==> config.mk <==
export PLATFORM = sky130hd
export DESIGN_NAME = layer_ctrl_top
export DESIGN_NICKNAME = d
export VERILOG_FILES = /design/src/design/layer_ctrl_pkg.sv /design/src/design/layer_ring_if.sv /design/src/design/layer_ring.sv /design/src/design/layer_sequencer.sv /design/src/design/weight_prefetch.sv /design/src/design/layer_ctrl_top.sv
export VERILOG_INCLUDE_DIRS = /design/src /design/src/design
export SDC_FILE = /design/constraint.sdc
export NUM_CORES = 1
export LEC_CHECK = 0
export ABC_AREA = 1
export ABC_CLOCK_PERIOD_IN_PS = 16600
export BUFFER_PORTS_ARGS = -buffer_cell sky130_fd_sc_hd__buf_2
export CORE_ASPECT_RATIO = 1.25
export CORE_MARGIN = 2
export CORE_UTILIZATION = 55
export DETAILED_ROUTE_END_ITERATION = 10
export PLACE_DENSITY = 0.74
export SLEW_MARGIN = 40
export SYNTH_ARGS = -nofsm -noshare
export SYNTH_HDL_FRONTEND = slang
export SYNTH_SLANG_ARGS = --single-unit
export TNS_END_PERCENT = 10
==> constraint.sdc <==
create_clock -name clk_i -period 16.6 [get_ports clk_i]
set_clock_uncertainty 0.1 [all_clocks]
set_input_delay 4.15 -clock clk_i [delete_from_list [all_inputs] [get_ports clk_i]]
set_output_delay 4.15 -clock clk_i [all_outputs]
set_load 0.03 [all_outputs]
==> src/design/layer_ctrl_macros.svh <==
// layer controller macros: descriptor limits, ring capacity, pipeline depth and writeback delay
`ifndef LAYER_CTRL_MACROS_SVH
`define LAYER_CTRL_MACROS_SVH

// ----------------------------------------------------------------------
// layer descriptor limits
// ----------------------------------------------------------------------
`define LC_K_MAX 3         // largest kernel size
`define LC_NI_MAX 128      // largest input channel count
`define LC_NO_MAX 128      // largest output channel count
`define LC_IMG_W_MAX 224   // largest image width
`define LC_IMG_H_MAX 224   // largest image height

// ----------------------------------------------------------------------
// sequencing
// ----------------------------------------------------------------------
// number of layer descriptors the ring can hold
`define LC_RING_DEPTH 8

`define LC_PIPE_DEPTH 2    // compute and weight pipeline stages

// cycles between tile buffer done and the next layer switch
`define LC_WB_DELAY 2

`endif

==> src/design/layer_ctrl_pkg.sv <==
// layer controller package: layer descriptor, sequencer states and stage mask helper
`default_nettype none
`include "layer_ctrl_macros.svh"

package layer_ctrl_pkg;

   // field widths, one bit extra so each count can hold its maximum
   localparam int unsigned K_W      = $clog2(`LC_K_MAX) + 1;
   localparam int unsigned NI_W     = $clog2(`LC_NI_MAX) + 1;
   localparam int unsigned NO_W     = $clog2(`LC_NO_MAX) + 1;
   localparam int unsigned IMG_W_W  = $clog2(`LC_IMG_W_MAX) + 1;
   localparam int unsigned IMG_H_W  = $clog2(`LC_IMG_H_MAX) + 1;
   localparam int unsigned STRIDE_W = $clog2(`LC_K_MAX);
   localparam int unsigned CNT_W    = $clog2(`LC_RING_DEPTH) + 1;

   typedef struct packed {
      logic [K_W-1:0]      k;
      logic [NI_W-1:0]     ni;
      logic [NO_W-1:0]     no;
      logic [IMG_W_W-1:0]  imagewidth;
      logic [IMG_H_W-1:0]  imageheight;
      logic [STRIDE_W-1:0] stride_width;
      logic [STRIDE_W-1:0] stride_height;
      logic                padding_type;
   } layer_t;

   typedef logic [CNT_W-1:0]          layer_cnt_t;   // layer index and ring count
   typedef logic                      bank_t;        // activation bankset select
   typedef logic [`LC_PIPE_DEPTH-1:0] stage_mask_t;  // one bit per pipeline stage

   typedef enum logic [2:0] {
      IDLE,
      LATCH,
      COMPUTE,
      WRITEBACK,
      FINISH
   } seq_state_e;

   // stages in use: ceil(no / channels per stage)
   function automatic stage_mask_t stage_mask(input layer_t layer);
      int unsigned per_stage;
      int unsigned n_stages;
      int unsigned s;
      stage_mask_t mask;
      per_stage = `LC_NO_MAX / `LC_PIPE_DEPTH;
      n_stages  = (layer.no + per_stage - 1) / per_stage;
      for (s = 0; s < `LC_PIPE_DEPTH; s++) begin
         mask[s] = (s < n_stages);
      end
      return mask;
   endfunction

endpackage

`default_nettype wire

==> src/design/layer_ring_if.sv <==
// layer ring interface: store, recirculating pop and ring status between ring and users
`timescale 1ns/1ps
`default_nettype none

interface layer_ring_if;

   import layer_ctrl_pkg::*;

   logic       push;   // store wdata at the tail
   logic       pop;    // move head to tail
   layer_t     wdata;
   layer_t     head;
   logic       empty;
   layer_cnt_t count;  // stored layers

   modport ring (
      input  push,
      input  pop,
      input  wdata,
      output head,
      output empty,
      output count
   );

   modport user (
      output push,
      output pop,
      output wdata,
      input  head,
      input  empty,
      input  count
   );

endinterface

`default_nettype wire

==> src/design/layer_ring.sv <==
// layer ring: recirculating FIFO that keeps the stored layer program across iterations
`timescale 1ns/1ps
`default_nettype none
`include "layer_ctrl_macros.svh"

module layer_ring #(
   parameter int unsigned DEPTH = `LC_RING_DEPTH
) (
   input  wire logic       clk_i,
   input  wire logic       rst_ni,
   layer_ring_if.ring      ring
);

   import layer_ctrl_pkg::*;

   localparam int unsigned PTR_W = (DEPTH > 1) ? $clog2(DEPTH) : 1;

   typedef logic [PTR_W-1:0] ptr_t;

   layer_t     mem_q [DEPTH];
   ptr_t       rd_ptr_q;
   ptr_t       wr_ptr_q;
   layer_cnt_t cnt_q;
   logic       full;
   logic       do_recirc;
   logic       do_push;

   function automatic ptr_t next_ptr(input ptr_t p);
      return (p == ptr_t'(DEPTH - 1)) ? '0 : p + ptr_t'(1);
   endfunction

   assign full      = (cnt_q == layer_cnt_t'(DEPTH));
   assign do_recirc = ring.pop && (cnt_q != '0);
   assign do_push   = ring.push && !full && !do_recirc;  // pushes while full are dropped

   assign ring.head  = mem_q[rd_ptr_q];
   assign ring.empty = (cnt_q == '0);
   assign ring.count = cnt_q;

   // ----------------------------------------------------------------------
   // pointers and occupancy
   // ----------------------------------------------------------------------
   always_ff @(posedge clk_i or negedge rst_ni) begin
      if (!rst_ni) begin
         rd_ptr_q <= '0;
         wr_ptr_q <= '0;
         cnt_q    <= '0;
      end else if (do_recirc) begin
         // head leaves and re-enters at the tail, occupancy unchanged
         rd_ptr_q <= next_ptr(rd_ptr_q);
         wr_ptr_q <= next_ptr(wr_ptr_q);
      end else if (do_push) begin
         wr_ptr_q <= next_ptr(wr_ptr_q);
         cnt_q    <= cnt_q + layer_cnt_t'(1);
      end
   end

   // ----------------------------------------------------------------------
   // storage
   // ----------------------------------------------------------------------
   always_ff @(posedge clk_i) begin
      if (do_recirc) begin
         mem_q[wr_ptr_q] <= mem_q[rd_ptr_q];
      end else if (do_push) begin
         mem_q[wr_ptr_q] <= ring.wdata;
      end
   end

endmodule

`default_nettype wire

==> src/design/layer_sequencer.sv <==
// layer sequencer: compute-side FSM stepping through the stored layers of one iteration
`timescale 1ns/1ps
`default_nettype none
`include "layer_ctrl_macros.svh"

module layer_sequencer (
   input  wire logic                   clk_i,
   input  wire logic                   rst_ni,
   input  wire logic                   start_i,
   input  wire logic                   tilebuffer_done_i,
   layer_ring_if.user                  ring,
   output logic                        idle_o,
   output logic                        iter_start_o,
   output logic                        layer_pop_o,
   output logic                        compute_latch_o,
   output logic                        compute_soft_reset_o,
   output layer_ctrl_pkg::stage_mask_t compute_toggle_o,
   output layer_ctrl_pkg::layer_t      current_o,
   output layer_ctrl_pkg::bank_t       readbank_o,
   output layer_ctrl_pkg::bank_t       writebank_o,
   output logic                        done_o
);

   import layer_ctrl_pkg::*;

   localparam int unsigned WB_W = $clog2(`LC_WB_DELAY + 1);
   localparam logic [WB_W-1:0] WB_LAST = WB_W'(`LC_WB_DELAY - 1);

   seq_state_e      state_q, state_d;
   layer_cnt_t      idx_q, idx_d;        // index of the next layer to latch
   logic [WB_W-1:0] wb_cnt_q, wb_cnt_d;
   bank_t           rdbank_q, rdbank_d;
   bank_t           wrbank_q, wrbank_d;
   layer_t          cur_q;

   // ----------------------------------------------------------------------
   // next state and pulses
   // ----------------------------------------------------------------------
   always_comb begin : seq_fsm
      state_d  = state_q;
      idx_d    = idx_q;
      wb_cnt_d = wb_cnt_q;
      rdbank_d = rdbank_q;
      wrbank_d = wrbank_q;

      idle_o               = 1'b0;
      iter_start_o         = 1'b0;
      layer_pop_o          = 1'b0;
      compute_latch_o      = 1'b0;
      compute_soft_reset_o = 1'b0;
      compute_toggle_o     = '0;
      done_o               = 1'b0;

      unique case (state_q)
         IDLE: begin
            idle_o = 1'b1;
            if (start_i && !ring.empty) begin  // nothing to run on an empty ring
               iter_start_o = 1'b1;
               idx_d        = '0;
               state_d      = LATCH;
            end
         end
         LATCH: begin
            compute_latch_o      = 1'b1;
            layer_pop_o          = 1'b1;
            compute_toggle_o     = stage_mask(ring.head);
            compute_soft_reset_o = (idx_q == '0);
            // banks follow index parity
            rdbank_d = idx_q[0];
            wrbank_d = ~idx_q[0];
            idx_d    = idx_q + layer_cnt_t'(1);
            state_d  = COMPUTE;
         end
         COMPUTE: begin
            if (tilebuffer_done_i) begin
               wb_cnt_d = '0;
               state_d  = WRITEBACK;
            end
         end
         WRITEBACK: begin
            if (wb_cnt_q == WB_LAST) begin
               state_d = (idx_q == ring.count) ? FINISH : LATCH;
            end else begin
               wb_cnt_d = wb_cnt_q + WB_W'(1);
            end
         end
         FINISH: begin
            done_o  = 1'b1;
            state_d = IDLE;
         end
         default: state_d = IDLE;
      endcase
   end

   assign ring.pop    = layer_pop_o;  // recirculate the head on every latch
   assign current_o   = cur_q;
   assign readbank_o  = rdbank_q;
   assign writebank_o = wrbank_q;

   // ----------------------------------------------------------------------
   // state registers
   // ----------------------------------------------------------------------
   always_ff @(posedge clk_i or negedge rst_ni) begin
      if (!rst_ni) begin
         state_q  <= IDLE;
         idx_q    <= '0;
         wb_cnt_q <= '0;
         rdbank_q <= 1'b1;
         wrbank_q <= 1'b0;
      end else begin
         state_q  <= state_d;
         idx_q    <= idx_d;
         wb_cnt_q <= wb_cnt_d;
         rdbank_q <= rdbank_d;
         wrbank_q <= wrbank_d;
      end
   end

   // current layer, loaded from the ring head at the end of LATCH
   always_ff @(posedge clk_i) begin
      if (state_q == LATCH) begin
         cur_q <= ring.head;
      end
   end

endmodule

`default_nettype wire

==> src/design/weight_prefetch.sv <==
// weight prefetcher: hands the upcoming layer's parameters to the weight loaders
`timescale 1ns/1ps
`default_nettype none

module weight_prefetch (
   input  wire logic                         clk_i,
   input  wire logic                         rst_ni,
   input  wire logic                         iter_start_i,
   input  wire logic                         layer_pop_i,
   input  wire logic                         weightload_done_i,
   input  wire layer_ctrl_pkg::layer_t       head_i,
   input  wire layer_ctrl_pkg::layer_cnt_t   count_i,
   output layer_ctrl_pkg::stage_mask_t       weights_latch_o,
   output layer_ctrl_pkg::stage_mask_t       weights_soft_reset_o,
   output logic [layer_ctrl_pkg::K_W-1:0]    weights_k_o,
   output logic [layer_ctrl_pkg::NI_W-1:0]   weights_ni_o,
   output logic [layer_ctrl_pkg::NO_W-1:0]   weights_no_o
);

   import layer_ctrl_pkg::*;

   logic        armed_q;    // one latch allowed per ring pop
   logic        running_q;  // iteration still needs weights
   layer_cnt_t  widx_q;     // weight-side layer index
   logic        latch;
   stage_mask_t head_mask;

   assign head_mask = stage_mask(head_i);
   assign latch     = weightload_done_i && armed_q && running_q && (widx_q < count_i);

   assign weights_latch_o      = latch ? head_mask : '0;
   assign weights_soft_reset_o = (latch && widx_q == '0) ? head_mask : '0;

   // parameters always follow the ring head
   assign weights_k_o  = head_i.k;
   assign weights_ni_o = head_i.ni;
   assign weights_no_o = head_i.no;

   always_ff @(posedge clk_i or negedge rst_ni) begin
      if (!rst_ni) begin
         armed_q   <= 1'b0;
         running_q <= 1'b0;
         widx_q    <= '0;
      end else if (iter_start_i) begin
         armed_q   <= 1'b1;
         running_q <= 1'b1;
         widx_q    <= '0;
      end else begin
         if (latch) begin
            armed_q <= 1'b0;
            widx_q  <= widx_q + layer_cnt_t'(1);
            if (widx_q + layer_cnt_t'(1) == count_i) begin
               running_q <= 1'b0;  // last layer of the iteration handed out
            end
         end
         // a pop moves the head on, so the next layer may be loaded
         if (layer_pop_i) begin
            armed_q <= 1'b1;
         end
      end
   end

endmodule

`default_nettype wire

==> src/design/layer_ctrl_top.sv <==
// layer controller top: layer ring, compute sequencer and weight prefetcher
`timescale 1ns/1ps
`default_nettype none
`include "layer_ctrl_macros.svh"

module layer_ctrl_top (
   input  wire logic                            clk_i,
   input  wire logic                            rst_ni,
   // layer store port
   input  wire logic                            store_i,
   input  wire logic [$clog2(`LC_K_MAX):0]      layer_k_i,
   input  wire logic [$clog2(`LC_NI_MAX):0]     layer_ni_i,
   input  wire logic [$clog2(`LC_NO_MAX):0]     layer_no_i,
   input  wire logic [$clog2(`LC_IMG_W_MAX):0]  layer_imagewidth_i,
   input  wire logic [$clog2(`LC_IMG_H_MAX):0]  layer_imageheight_i,
   input  wire logic [$clog2(`LC_K_MAX)-1:0]    layer_stride_width_i,
   input  wire logic [$clog2(`LC_K_MAX)-1:0]    layer_stride_height_i,
   input  wire logic                            layer_padding_type_i,
   // iteration control
   input  wire logic                            start_i,
   input  wire logic                            tilebuffer_done_i,
   input  wire logic                            weightload_done_i,
   // compute side
   output logic                                 compute_latch_o,
   output logic                                 compute_soft_reset_o,
   output logic [`LC_PIPE_DEPTH-1:0]            compute_toggle_o,
   output logic [$clog2(`LC_K_MAX):0]           compute_k_o,
   output logic [$clog2(`LC_NI_MAX):0]          compute_ni_o,
   output logic [$clog2(`LC_NO_MAX):0]          compute_no_o,
   output logic [$clog2(`LC_IMG_W_MAX):0]       compute_imagewidth_o,
   output logic [$clog2(`LC_IMG_H_MAX):0]       compute_imageheight_o,
   output logic [$clog2(`LC_K_MAX)-1:0]         compute_stride_width_o,
   output logic [$clog2(`LC_K_MAX)-1:0]         compute_stride_height_o,
   output logic                                 compute_padding_type_o,
   output logic                                 readbank_o,
   output logic                                 writebank_o,
   // weight side
   output logic [`LC_PIPE_DEPTH-1:0]            weights_latch_o,
   output logic [`LC_PIPE_DEPTH-1:0]            weights_soft_reset_o,
   output logic [$clog2(`LC_K_MAX):0]           weights_k_o,
   output logic [$clog2(`LC_NI_MAX):0]          weights_ni_o,
   output logic [$clog2(`LC_NO_MAX):0]          weights_no_o,
   output logic                                 done_o
);

   import layer_ctrl_pkg::*;

   layer_t store_layer;
   layer_t cur_layer;
   logic   seq_idle;
   logic   iter_start;
   logic   layer_pop;

   layer_ring_if ring_bus ();

   always_comb begin : pack_layer
      store_layer.k             = layer_k_i;
      store_layer.ni            = layer_ni_i;
      store_layer.no            = layer_no_i;
      store_layer.imagewidth    = layer_imagewidth_i;
      store_layer.imageheight   = layer_imageheight_i;
      store_layer.stride_width  = layer_stride_width_i;
      store_layer.stride_height = layer_stride_height_i;
      store_layer.padding_type  = layer_padding_type_i;
   end

   assign ring_bus.push  = store_i && seq_idle;  // program is frozen while running
   assign ring_bus.wdata = store_layer;

   assign compute_k_o             = cur_layer.k;
   assign compute_ni_o            = cur_layer.ni;
   assign compute_no_o            = cur_layer.no;
   assign compute_imagewidth_o    = cur_layer.imagewidth;
   assign compute_imageheight_o   = cur_layer.imageheight;
   assign compute_stride_width_o  = cur_layer.stride_width;
   assign compute_stride_height_o = cur_layer.stride_height;
   assign compute_padding_type_o  = cur_layer.padding_type;

   layer_ring #(.DEPTH(`LC_RING_DEPTH)) u_ring (
      .clk_i  (clk_i),
      .rst_ni (rst_ni),
      .ring   (ring_bus)
   );

   layer_sequencer u_seq (
      .clk_i                (clk_i),
      .rst_ni               (rst_ni),
      .start_i              (start_i),
      .tilebuffer_done_i    (tilebuffer_done_i),
      .ring                 (ring_bus),
      .idle_o               (seq_idle),
      .iter_start_o         (iter_start),
      .layer_pop_o          (layer_pop),
      .compute_latch_o      (compute_latch_o),
      .compute_soft_reset_o (compute_soft_reset_o),
      .compute_toggle_o     (compute_toggle_o),
      .current_o            (cur_layer),
      .readbank_o           (readbank_o),
      .writebank_o          (writebank_o),
      .done_o               (done_o)
   );

   weight_prefetch u_wpf (
      .clk_i                (clk_i),
      .rst_ni               (rst_ni),
      .iter_start_i         (iter_start),
      .layer_pop_i          (layer_pop),
      .weightload_done_i    (weightload_done_i),
      .head_i               (ring_bus.head),
      .count_i              (ring_bus.count),
      .weights_latch_o      (weights_latch_o),
      .weights_soft_reset_o (weights_soft_reset_o),
      .weights_k_o          (weights_k_o),
      .weights_ni_o         (weights_ni_o),
      .weights_no_o         (weights_no_o)
   );

endmodule

`default_nettype wire

* Yosys cells after proc, flatten, opt, wreduce, memory -nomap -nowiden
Memories as Yosys holds them, arrays and structs flattened.
Cells that the tools add are included.
** Storage, ports and cells
- Flip-flop bits (word level) :: 69
- RAM bits :: 336
- Output and inout port bits :: 72
- Logic and storage cells :: 113
- Memories :: 1
** Operators by class
- Add/subtract/negate cells :: 8
- Magnitude comparators :: 3
- Eq/ne operators :: 14
- Mux-type cells :: 37
- Bitwise operators :: 3
- Reductions and logical operators :: 28
** Memory list
- u_ring.mem_q :: depth 8, width 42, rd ports 1, clocked after Yosys merged registers in 0, write ports 1, RTL line layer_ring.sv:20 : layer_t mem_q [DEPTH];
** Operators by type and width (count)
- less-than comparator 1 x 26 -> 1 bit, first input constant :: 2
- two-way mux 42 bit :: 1
- subtractor 32 x 1 -> 32 bit, second input constant :: 1
- two-way mux 3 bit :: 8
- two-way mux 1 bit :: 17
- adder 4 x 1 -> 4 bit, second input constant :: 3
- zero test 4 bit :: 3
- two-way mux 4 bit :: 3
- one-hot mux 3 bit (4 select lines) :: 1
- two-way mux 2 bit :: 5
- nonzero test 2 bit :: 5
- adder 8 x 7 -> 9 bit, second input constant :: 1
- equality test 3 bit, second input constant :: 3
- logical AND 1 bit :: 9
- equality test 4 bit :: 2
- one-hot mux 4 bit (2 select lines) :: 1
- adder 3 x 1 -> 3 bit, second input constant :: 2
- equality test 3 x 2 -> 1 bit, second input constant :: 2
- AND reduction 2 bit :: 3
- AND reduction 3 bit :: 2
- equality test 4 bit, second input constant :: 1
- less-than comparator 4 bit :: 1
- != test 2 x 1 -> 1 bit, second input constant :: 2
- != test 2 bit, second input constant :: 2
- 10 further kinds :: 13

* Longest topological paths before layout
Gate-level depths: netlist of run 1.
- Depth after elaboration :: 9
- Mapped depth :: 17
- Gate-level depth less buffers :: 15

* Least setup slack after synthesis of run 1
OpenSTA, ideal clock, no wires.
- Path type :: in2out
- Start :: in weightload_done_i
- End :: out weights_soft_reset_o[0]
- Arrival :: 5.038 ns
- Data required time :: 12.350 ns
- Setup slack :: 7.312 ns
- Stages :: 6
- Buffers on the path :: 0
- Path through :: nand2_1 -> nor2_1 -> nand3_1 -> inv_1 -> nand4_1 -> nor2_1
** On the way
- Longest elaborated chain between the ends :: 5
** RTL lines
- start: declaration :: RTL line layer_ctrl_top.sv:22 : input wire logic weightload_done_i,
- logical AND 1 bit (3 in series) :: RTL line weight_prefetch.sv:29 : assign latch = weightload_done_i && armed_q && running_q && (widx_q < count_i);
- logical AND 1 bit :: RTL line weight_prefetch.sv:32 : assign weights_soft_reset_o = (latch && widx_q == '0) ? head_mask : '0;
- two-way mux 2 bit :: RTL line weight_prefetch.sv:32
- end: declaration :: RTL line layer_ctrl_top.sv:39 : output logic [`LC_PIPE_DEPTH-1:0] weights_soft_reset_o,
Every way passes these cells.

* Final worst setup path of run 1
- Start :: in weightload_done_i
- End :: out weights_soft_reset_o[1]
The elaborated chain is that of the path after synthesis.

==> impl_metrics.json, run 1 <==
{
  "outcome": "finished, final reports clean",
  "placedCellCount": 1835,
  "final_hold_viol_count": 0,
  "grt_overflow": 0,
  "die_width_um": 160,
  "async_reset_ff_share_pct": 6.667,
  "cts_buffer_depth": 3,
  "cts_hold_buf": 0,
  "drt_wl_total_um": 35910,
  "finalPower_mw": 4.280,
  "fin_ws_ns": 7.261,
  "endpoint_kind": "primary output",
  "start_util_pct": 55.72,
  "grt_max_degree": 103,
  "synthFlopType": "edfxtp_1",
  "htreeDepth": 2,
  "tightest_slew_ns": 0.7946,
  "postSynthAreaPerCell_sq_um": 12.04,
  "fin_nets": 1541,
  "fin_cells": 1904,
  "dp_slack_ns": 7.250,
  "ant_nets": 0,
  "clk_pin_slew_ns": 0.06,
  "peakVddDrop_mv": 0.1534,
  "ctsResizeCount": 0,
  "synthCells": 1390,
  "tns_ns": 0,
  "r2r_slack_ns": 12.75,
  "multi_input_area_sq_um": 3939,
  "synth_edf_count": 378,
  "place_hpwl_um": 18960,
  "synth_top_cells_by_count": "378 x edfxtp_1, 226 x nand2_1, 213 x nor2_1, 159 x o21ai_0, 82 x inv_1",
  "grt_antenna_before_repair": 0,
  "max_freq_mhz": 107.1,
  "fp.dieArea_sq_um": 31840,
  "worstSetupPathType": "in -> out",
  "cts_sinks": 405,
  "grt_use_total_pct": 22.53,
  "drtPass1Iterations": 5,
  "cts_buffers": 38,
  "gp_congestion": 0.8047,
  "rows": 71,
  "num_io_pins": 120,
  "critPathLaunchType": "input pin",
  "worstPathArrival_ns": 5.09,
  "port_buffers": 119,
  "maxCapViolCount": 0,
  "final_max_slew_viol_count": 0,
  "synth_top_area_share_pct": 67.84,
  "insertion_delay_ns": 0.55,
  "core_area_sq_um": 30030,
  "p_leak_nw": 7.041,
  "grt_setup_unrepaired": "no",
  "wl_per_cell_um": 18.86,
  "synth_area_sq_um": 16730,
  "post-route-util_pct": 62.67,
  "drc": 0,
  "synth_seq_cells": 405,
  "syn_nets": 1457,
  "holdWs_ns": 0.3817,
  "netlist-cell-type-count": 40,
  "vias_per_cell": 5.710,
  "hold_class": "reg -> reg",
  "vias": 10871,
  "regArea_sq_um": 12030,
  "yosysSeqAreaShare_pct": 71.89,
  "post-route-min-period_ns": 9.339,
  "yosysTopAreaCell": "edfxtp_1",
  "grt_pass1_vias": 10814,
  "cts_tree": "done",
  "final_area_sq_um": 18820,
  "die_height_um": 199,
  "required_ns": 12.35,
  "antenna-diode-count": 0,
  "drive_gt1_share_pct": 14.44,
  "yosys-top-cells-area": "edfxtp_1 68%, nand2_1 5.1%, nor2_1 4.8%, o21ai_0 4.8%, dfrtp_1 3.9%",
  "powerDensity_nw_per_um2": 227.4,
  "setup_viol": 0,
  "first_iter_violations": 941,
  "ys_warn_count": 0,
  "critPathMaxFanout": 6,
  "post-cts-setup-buffers": 0,
  "grt_pass1_wl_um": 55990,
  "syn_to_final_growth_pct": 12.47,
  "worst_slew_margin_rel_pct": 47.03,
  "yosysMostFrequentCell": "edfxtp_1",
  "finalCritPeriodShare_pct": 56.26,
  "cts_root_buffer": "clkbuf_16",
  "place_area_sq_um": 17530,
  "fillers": 2269
}
## layout by cell type, fill, tap and decap left out, drive strengths merged
| master | n |
|---|---|
| edfxtp | 378 |
| nand2 | 228 |
| nor2 | 216 |
| o21ai | 164 |
| buf | 135 |
| inv | 87 |
| o22ai | 74 |
| clkbuf | 45 |
| a31oi | 35 |
| nand3 | 35 |
| dfrtp | 26 |
| ha | 19 |
| clkinv | 15 |
| a21oi | 6 |
| xor2 | 6 |
| bufinv | 6 |
| xnor2 | 5 |
| nand4 | 4 |
| nor3 | 4 |
| o21a | 2 |
| o211ai | 2 |
| clkinvlp | 2 |
| or2 | 2 |
| nor3b | 1 |
| nand3b | 1 |
| nor4b | 1 |
| mux2i | 1 |
| a21o | 1 |
| a211oi | 1 |
| dfstp | 1 |
## cell type report
class | count | share of cell area (%)
Clock buffer | 45 | 5.306
Clock inverter | 24 | 1.563
Sequential cell | 405 | 63.95
Multi-Input combinational cell | 808 | 20.93
Tap cell | 401 | 2.666
Timing Repair Buffer | 135 | 3.843
Inverter | 86 | 1.742
## power by group
| part | internal (mW) | total [mW] | switching, mW |
|---|---|---|---|
| clock | 0.527 | 0.896 | 0.368 |
| combinational | 0.393 | 1.60 | 1.20 |
| sequential | 1.67 | 1.79 | 0.112 |
| total | 2.59 | 4.28 | 1.68 |
## critical path: stages
cell     delay, ns
buf_2         0.08
nand2_1       0.04
nor2_1        0.08
nand3_1       0.18
inv_1         0.13
nand4_1       0.10
inv_1         0.07
nand2_1       0.05
inv_1         0.04
buf_2         0.18
## sequential cells by signal (all words and copies together), names as in the netlist
register and flops:
u_ring.mem_q 336, u_ring.rd_ptr_q 3, u_ring.ring.count 4, u_ring.wr_ptr_q 3, u_seq.current_o 42, u_seq.idx_q 4
u_seq.readbank_o 1, u_seq.state_q 3, u_seq.wb_cnt_q 2, u_seq.writebank_o 1, u_wpf.armed_q 1, u_wpf.running_q 1
u_wpf.widx_q 4
## metal layers
layer  vias up  track usage [%]  wire length [um]
met4         0            9.142              1026
li1       5071                -                 -
met2       391            39.33             18380
met3        76            3.128              2257
met5         -                0                 0
met1      5333            28.69             14240
## path summary, 6_finish.rpt
| check | depth (start not counted) | to | start |
|---|---|---|---|
| max | 10 | weights_soft_reset_o[1] | weightload_done_i |
| min | 2 | u_seq.writebank_o$_DFFE_PN0P_ | u_seq.writebank_o$_DFFE_PN0P_ |
| max reg2reg | 9 | u_ring.mem_q[3][33]$_DFFE_PP_ | u_seq.state_q[1]$_DFFE_PN0P_ |
| min reg2reg | 2 | u_seq.writebank_o$_DFFE_PN0P_ | u_seq.writebank_o$_DFFE_PN0P_ |
| max in group asynchronous | 1 | u_ring.rd_ptr_q[0]$_DFFE_PN0P_ | rst_ni |
| min in group asynchronous | 1 | u_wpf.running_q$_DFFE_PN0P_ | rst_ni |
## kinds of logic after synthesis
group,count (synthesis),synth area share (%)
xor gates and xnor gates,11,0.5758
muxes,1,0.05983
buffers and inverters,177,4.966
adders and majority gates,19,1.421
AOI/OAI and AO/OA,285,9.430
DFF,405,71.89
and+or+nand+nor,492,11.66
No activity file was read; power rests on OpenSTA's default activity.
==> run 2: changes to the inputs <==
--- a/config.mk
+++ b/config.mk
@@ -7,13 +7,13 @@
 export NUM_CORES = 1
 export LEC_CHECK = 0
 export ABC_AREA = 1
-export ABC_CLOCK_PERIOD_IN_PS = 16600
+export ABC_CLOCK_PERIOD_IN_PS = 8200
 export BUFFER_PORTS_ARGS = -buffer_cell sky130_fd_sc_hd__buf_2
 export CORE_ASPECT_RATIO = 1.25
 export CORE_MARGIN = 2
-export CORE_UTILIZATION = 55
+export CORE_UTILIZATION = 54
 export DETAILED_ROUTE_END_ITERATION = 10
-export PLACE_DENSITY = 0.74
+export PLACE_DENSITY = 0.75
 export SLEW_MARGIN = 40
 export SYNTH_ARGS = -nofsm -noshare
 export SYNTH_HDL_FRONTEND = slang
==> constraint.sdc (replaced) <==
create_clock -name clk_i -period 8.2 [get_ports clk_i]
set_clock_uncertainty 0.1 [all_clocks]
set_input_delay 2.05 -clock clk_i [delete_from_list [all_inputs] [get_ports clk_i]]
set_output_delay 2.05 -clock clk_i [all_outputs]
set_load 0.03 [all_outputs]
==> run 2 against run 1 <==
Compared with the run above:
- final area rose by 0.40%
- non-clock buffer count rose by 2
- via count rose by 0.66%
- utilization fell by 1.2 points
- sequential power rose by 100%
- sequential cell count did not move
- critical endpoint is now weights_latch_o[0]
- largest cell class unchanged
==> impl_metrics.json, run 2 (synthesized netlist as in run 1, its figures left out) <==
{
  "outcome": "finished, final reports clean",
  "critPathMaxFanout": 86,
  "top_register": "u_ring.mem_q",
  "crit_slowest_cell": "dfrtp_4",
  "drc": 0,
  "hold_class": "reg -> reg",
  "grt_overflow": 0,
  "htreeDepth": 2,
  "worstPathCellList": "buf_12 -> inv_6 -> o21ai_0 -> o22ai_1 -> inv_1 -> o21a_1 -> inv_1 -> ha_1 -> a21oi_1 -> ha_1 -> nor3b_1 -> nand2_2 -> nor2_4 -> nor2_1 -> buf_2",
  "final_cell_mix": "378 x edfxtp_1, 226 x nand2_1, 205 x nor2_1, 157 x o21ai_0, 119 x buf_2",
  "worstSetupPathType": "reg -> out",
  "crit-reg2reg-capture": "u_ring.mem_q[2][31]$_DFFE_PP_",
  "vias": 10943,
  "grt_use_total_pct": 22.47,
  "final_area_sq_um": 18890,
  "cts_tree": "done",
  "die_width_um": 161.4,
  "holdPathEnd": "u_wpf.armed_q$_DFFE_PN0P_",
  "final_common_cell": "edfxtp_1",
  "start_util_pct": 54.46,
  "required_ns": 6.05,
  "placedCellCount": 1842,
  "largest_reg_flops": 336,
  "final_hold_viol_count": 0,
  "insertion_delay_ns": 0.53,
  "grt_pass1_wl_um": 56870,
  "tns_ns": 0,
  "critPathLaunchType": "register",
  "grt_setup_unrepaired": "no",
  "finalPower_mw": 8.748,
  "cts_root_buffer": "clkbuf_16",
  "antenna-diode-count": 0,
  "port_buffers": 119,
  "post-route-min-period_ns": 6.161,
  "num_io_pins": 120,
  "min_from": "u_wpf.armed_q$_DFFE_PN0P_",
  "ant_nets": 0,
  "drtPass1Iterations": 6,
  "die_height_um": 200.8,
  "r2r_slack_ns": 4.47,
  "final_max_slew_viol_count": 0,
  "peakVddDrop_mv": 0.3446,
  "place_hpwl_um": 19730,
  "grt_antenna_before_repair": 0,
  "first_iter_violations": 1035,
  "maxCapViolCount": 0,
  "fp.dieArea_sq_um": 32420,
  "worst_slew_margin_rel_pct": 47.84,
  "cts_buffers": 38,
  "clk_pin_slew_ns": 0.06,
  "fin_cells": 1913,
  "drive_gt1_share_pct": 14.74,
  "wl_per_cell_um": 19.13,
  "grt_max_degree": 88,
  "cts_hold_buf": 0,
  "cts_sinks": 405,
  "fin_nets": 1543,
  "finalCritPeriodShare_pct": 75.14,
  "r2r_start": "u_seq.state_q[1]$_DFFE_PN0P_",
  "cts_buffer_depth": 3,
  "syn_to_final_growth_pct": 12.92,
  "max_stage_delay_ns": 0.66,
  "core_area_sq_um": 30720,
  "grt_pass1_vias": 10808,
  "place_area_sq_um": 17530,
  "min_path_cells": 2,
  "endpoint_kind": "primary output",
  "gp_congestion": 0.8217,
  "setup_viol": 0,
  "powerDensity_nw_per_um2": 463.0,
  "post-cts-setup-buffers": 0,
  "drt_wl_total_um": 36590,
  "worstPathArrival_ns": 4.01,
  "tightest_slew_ns": 0.7742,
  "post-route-util_pct": 61.50,
  "rows": 72,
  "max_freq_mhz": 162.3,
  "r2r_cells": 9,
  "vias_per_cell": 5.720,
  "ctsResizeCount": 0,
  "p_leak_nw": 7.076
}
[run 2: cell count changes in the layout (fill, tap and decap cells not counted), sizes merged]
cell	change
buf	+2
clkbuf	+3
clkinv	-2
clkinvlp	+1
inv	-1
[run 2: critical path: cells and delay by family, from the launching register on]
family / cells / cell delay (ns)
AND/OR/NAND/NOR: 4 / 0.60
buffers and inverters: 5 / 1.10
adder cells (fa/ha/maj): 2 / 0.47
AO/OA/AOI/OAI: 4 / 0.62
flip-flops: 1 / 0.66
[run 2: report_power, final]
group | switching, mW | internal [mW] | leakage (nW)
logic | 2.52 | 0.808 | 2.66
registers | 0.183 | 3.39 | 3.77
clock network | 0.733 | 1.11 | 0.646
total | 3.44 | 5.31 | 7.08
[run 2: how the worst max path moves through the flow]
stage	start	end	slack (ns)	cells after the start
after floorplan	u_seq.state_q[1]$_DFFE_PN0P_	compute_soft_reset_o	1.85	3
final	u_ring.rd_ptr_q[0]$_DFFE_PN0P_	weights_latch_o[0]	2.04	15
after global routing	u_ring.rd_ptr_q[0]$_DFFE_PN0P_	weights_soft_reset_o[0]	1.66	15
after CTS	u_ring.rd_ptr_q[0]$_DFFE_PN0P_	weights_latch_o[0]	1.77	15
after detailed placement	u_ring.rd_ptr_q[0]$_DFFE_PN0P_	compute_toggle_o[0]	2.33	15
after global placement	u_ring.rd_ptr_q[0]$_DFFE_PN0P_	weights_latch_o[0]	2.51	15
[run 2: stage by stage]
stage	hold slack, ns	setup slack (ns)
2_1_floorplan	0.3417	1.850
3_3_place_gp	0.3610	2.511
3_5_place_dp	0.3671	2.331
4_1_cts	0.3834	1.767
5_1_grt	0.4026	1.659
6_report	0.3845	2.039
[run 2: final cells by class]
type                       count  area, sq um
multi-input combinational    808         3939
clock buffer                  48         1062
tap                          407        509.2
sequential                   405        12030
timing repair buffer         137        758.2
fill                        2312        11830
inverter                      86        327.8
clock inverter                22        262.8
[run 2: per-layer routing]
| layer | track usage [%] | part of all wire (%) |
|---|---|---|
| met5 | 0 | 0 |
| met4 | 9.598 | 3.4 |
| met3 | 3.884 | 8.5 |
| met2 | 37.45 | 49 |
| met1 | 29.22 | 39 |
==> run 3: changes to the inputs <==
--- a/config.mk
+++ b/config.mk
@@ -6,14 +6,14 @@
 export SDC_FILE = /design/constraint.sdc
 export NUM_CORES = 1
 export LEC_CHECK = 0
-export ABC_AREA = 1
-export ABC_CLOCK_PERIOD_IN_PS = 8200
+export ABC_AREA = 0
+export ABC_CLOCK_PERIOD_IN_PS = 5200
 export BUFFER_PORTS_ARGS = -buffer_cell sky130_fd_sc_hd__buf_2
 export CORE_ASPECT_RATIO = 1.25
 export CORE_MARGIN = 2
 export CORE_UTILIZATION = 54
 export DETAILED_ROUTE_END_ITERATION = 10
-export PLACE_DENSITY = 0.75
+export PLACE_DENSITY = 0.76
 export SLEW_MARGIN = 40
 export SYNTH_ARGS = -nofsm -noshare
 export SYNTH_HDL_FRONTEND = slang
==> constraint.sdc (replaced) <==
create_clock -name clk_i -period 5.2 [get_ports clk_i]
set_clock_uncertainty 0.1 [all_clocks]
set_input_delay 1.3 -clock clk_i [delete_from_list [all_inputs] [get_ports clk_i]]
set_output_delay 1.3 -clock clk_i [all_outputs]
set_load 0.03 [all_outputs]
==> run 3 against run 2 <==
Compared with the run above:
- wire length shrank 15%
- final cell count shrank 28%
- largest power group unchanged
- highest routed layer unchanged
- synthesized area shrank 2.1%
- critical endpoint is now compute_toggle_o[0]
- die area shrank 2.0%
- global-route usage shrank 2.7 points
- clock power grew 46%
- worst setup slack lost 2.0 ns
- count of clock-buffer cells in the layout shrank 4
==> impl_metrics.json, run 3 <==
{
  "outcome": "finished, final reports clean",
  "die_height_um": 198.8,
  "yosysSeqAreaShare_pct": 73.41,
  "grt_pass1_wl_um": 47360,
  "netlist-cell-type-count": 56,
  "synth_area_sq_um": 16380,
  "r2r_cells": 8,
  "setup_viol": 0,
  "cp.depth": 12,
  "hold_class": "reg -> reg",
  "top_register": "u_ring.mem_q",
  "grt_use_total_pct": 19.73,
  "drtPass1Iterations": 4,
  "ant_nets": 0,
  "insertion_delay_ns": 0.53,
  "yosysTopAreaCell": "edfxtp_1",
  "cts_hold_buf": 0,
  "core_area_sq_um": 30030,
  "gp_congestion": 0.7756,
  "drive_gt1_share_pct": 41.51,
  "htreeDepth": 2,
  "drc": 0,
  "ys_warn_count": 0,
  "maxCapViolCount": 0,
  "worst_slew_margin_rel_pct": 51.05,
  "grt_overflow": 0,
  "async_reset_ff_share_pct": 6.667,
  "peakVddDrop_mv": 0.3985,
  "synth_top_cells_by_count": "378 x edfxtp_1, 84 x mux4_2, 76 x mux2_2, 26 x dfrtp_1",
  "wl_per_cell_um": 22.52,
  "max_stage_delay_ns": 0.54,
  "worstPathArrival_ns": 3.75,
  "critPathLaunchType": "register",
  "vias_per_cell": 5.773,
  "grt_antenna_before_repair": 0,
  "r2r_start": "u_ring.ring.count[0]$_DFFE_PN0P_",
  "cp.buffers_inverters": 2,
  "yosys-top-cells-area": "edfxtp_1 69%, mux4_2 12%, mux2_2 5.2%, dfrtp_1 4.0%, ha_1 1.5%",
  "synth_seq_cells": 405,
  "first_iter_violations": 689,
  "p_leak_nw": 6.438,
  "antenna-diode-count": 0,
  "vias": 7961,
  "synth_top_area_share_pct": 69.28,
  "rows": 71,
  "post-route-min-period_ns": 5.152,
  "synthCells": 809,
  "powerDensity_nw_per_um2": 620.5,
  "port_buffers": 119,
  "cts_buffer_depth": 3,
  "postSynthAreaPerCell_sq_um": 20.25,
  "max_freq_mhz": 194.1,
  "fin_nets": 1021,
  "fillers": 2056,
  "finalPower_mw": 11.78,
  "place_hpwl_um": 17630,
  "cp-endpoint": "compute_toggle_o[0]",
  "syn_to_final_growth_pct": 15.86,
  "synthFlopType": "edfxtp_1",
  "fin_ws_ns": 0.04797,
  "synth_edf_count": 378,
  "cts_sinks": 405,
  "worstSetupPathType": "reg -> out",
  "tightest_slew_ns": 0.7328,
  "drt_wl_total_um": 31050,
  "syn_nets": 876,
  "worstPathCellList": "buf_12 -> mux4_2 -> mux2i_4 -> nand4_1 -> o21ai_2 -> and2_4 -> ha_4 -> nor4b_4 -> or4b_1 -> mux2i_1 -> nor3_1 -> buf_4",
  "final_cell_mix": "378 x edfxtp_1, 118 x buf_2, 84 x mux4_2, 75 x mux2_2, 39 x clkbuf_16",
  "endpoint_kind": "primary output",
  "cts_root_buffer": "clkbuf_16",
  "grt_max_degree": 52,
  "die_width_um": 159.8,
  "largest_reg_flops": 336,
  "r2r_slack_ns": 1.63,
  "crit-reg2reg-capture": "u_ring.mem_q[4][18]$_DFFE_PP_",
  "fp.dieArea_sq_um": 31760,
  "crit_slowest_cell": "mux4_2",
  "cts_buffers": 38,
  "final_common_cell": "edfxtp_1",
  "crit_start": "u_ring.rd_ptr_q[0]$_DFFE_PN0P_",
  "final_hold_viol_count": 0,
  "grt_pass1_vias": 8134,
  "crit_family": "simple AND/OR/NAND/NOR gates",
  "dp_slack_ns": 0.2472,
  "critPathMaxFanout": 10,
  "yosysMostFrequentCell": "edfxtp_1",
  "num_io_pins": 120,
  "clk_pin_slew_ns": 0.06,
  "required_ns": 3.80,
  "start_util_pct": 54.57,
  "cts_tree": "done",
  "finalCritPeriodShare_pct": 99.08,
  "tns_ns": 0,
  "final_max_slew_viol_count": 0
}
## run 3: worst min-delay path, delay by kind of cell, from the launching register on
kind | cells | cell delay, ns
AO/OA/AOI/OAI | 1 | 0.06
flip-flops | 1 | 0.35
AND/OR/NAND/NOR | 1 | 0.05
## run 3: layer usage
| layer | routed length (um) | track usage, % |
|---|---|---|
| met3 | 1564 | 3.565 |
| met2 | 15710 | 33.67 |
| met1 | 13210 | 26.48 |
| met4 | 568 | 5.606 |
| met5 | 0 | 0 |
## run 3: how the worst min path moves through the flow
stage | cells past startpoint | start | end
floorplan | 1 | u_wpf.running_q$_DFFE_PN0P_ | u_wpf.running_q$_DFFE_PN0P_
global placement | 2 | u_seq.writebank_o$_DFFE_PN0P_ | u_seq.writebank_o$_DFFE_PN0P_
detailed placement | 2 | u_seq.writebank_o$_DFFE_PN0P_ | u_seq.writebank_o$_DFFE_PN0P_
CTS | 2 | u_seq.writebank_o$_DFFE_PN0P_ | u_seq.writebank_o$_DFFE_PN0P_
global route | 2 | u_seq.writebank_o$_DFFE_PN0P_ | u_seq.writebank_o$_DFFE_PN0P_
finish | 2 | u_seq.writebank_o$_DFFE_PN0P_ | u_seq.writebank_o$_DFFE_PN0P_
## run 3: layout make-up
cell class	count	area [sq um]	area share, %
repair buffers	157	1040	5.477
well taps	401	501.7	2.643
flip-flops and latches	405	12040	63.41
clock inverters	20	201.4	1.061
multi-input cells	331	4130	21.76
clock buffers	44	994.7	5.240
inverters	21	78.83	0.4152
## run 3: repair_timing
| item | 4_1_cts | 5_1_grt |
|---|---|---|
| setup buffers | 5 | 11 |
| endpoints found under the setup margin | 2 | 2 |
| resized for setup | 5 | 14 |
| pin swaps | 1 | 4 |
| cloned | 0 | 0 |
## run 3: kinds of logic after synthesis
logic type | Yosys count | share of synthesized area (%)
flops | 405 | 73.41
mux | 168 | 17.46
simple gates | 81 | 2.803
buf+inv | 73 | 2.321
compound gates | 50 | 1.856
fa+ha+maj | 19 | 1.451
xor+xnor | 13 | 0.6949
## run 3: per-stage QoR
stage | util [%] | std cells | cell area (sq um) | hold slack [ns]
floorplan | - | 809 | 16390 | 0.3645
CTS | 62.73 | 1368 | 18840 | 0.3912
detailed placement | 58.48 | 1299 | 17560 | 0.3773
finish | 63.22 | 1379 | 18980 | 0.3921
global placement | 58.28 | 1297 | 17500 | 0.3627
global route | 63.22 | 1379 | 18980 | 0.4143
## run 3: report_power, final
part	internal [mW]	switching, mW
combinational	1.75	2.40
clock	1.53	1.16
sequential	4.69	0.258
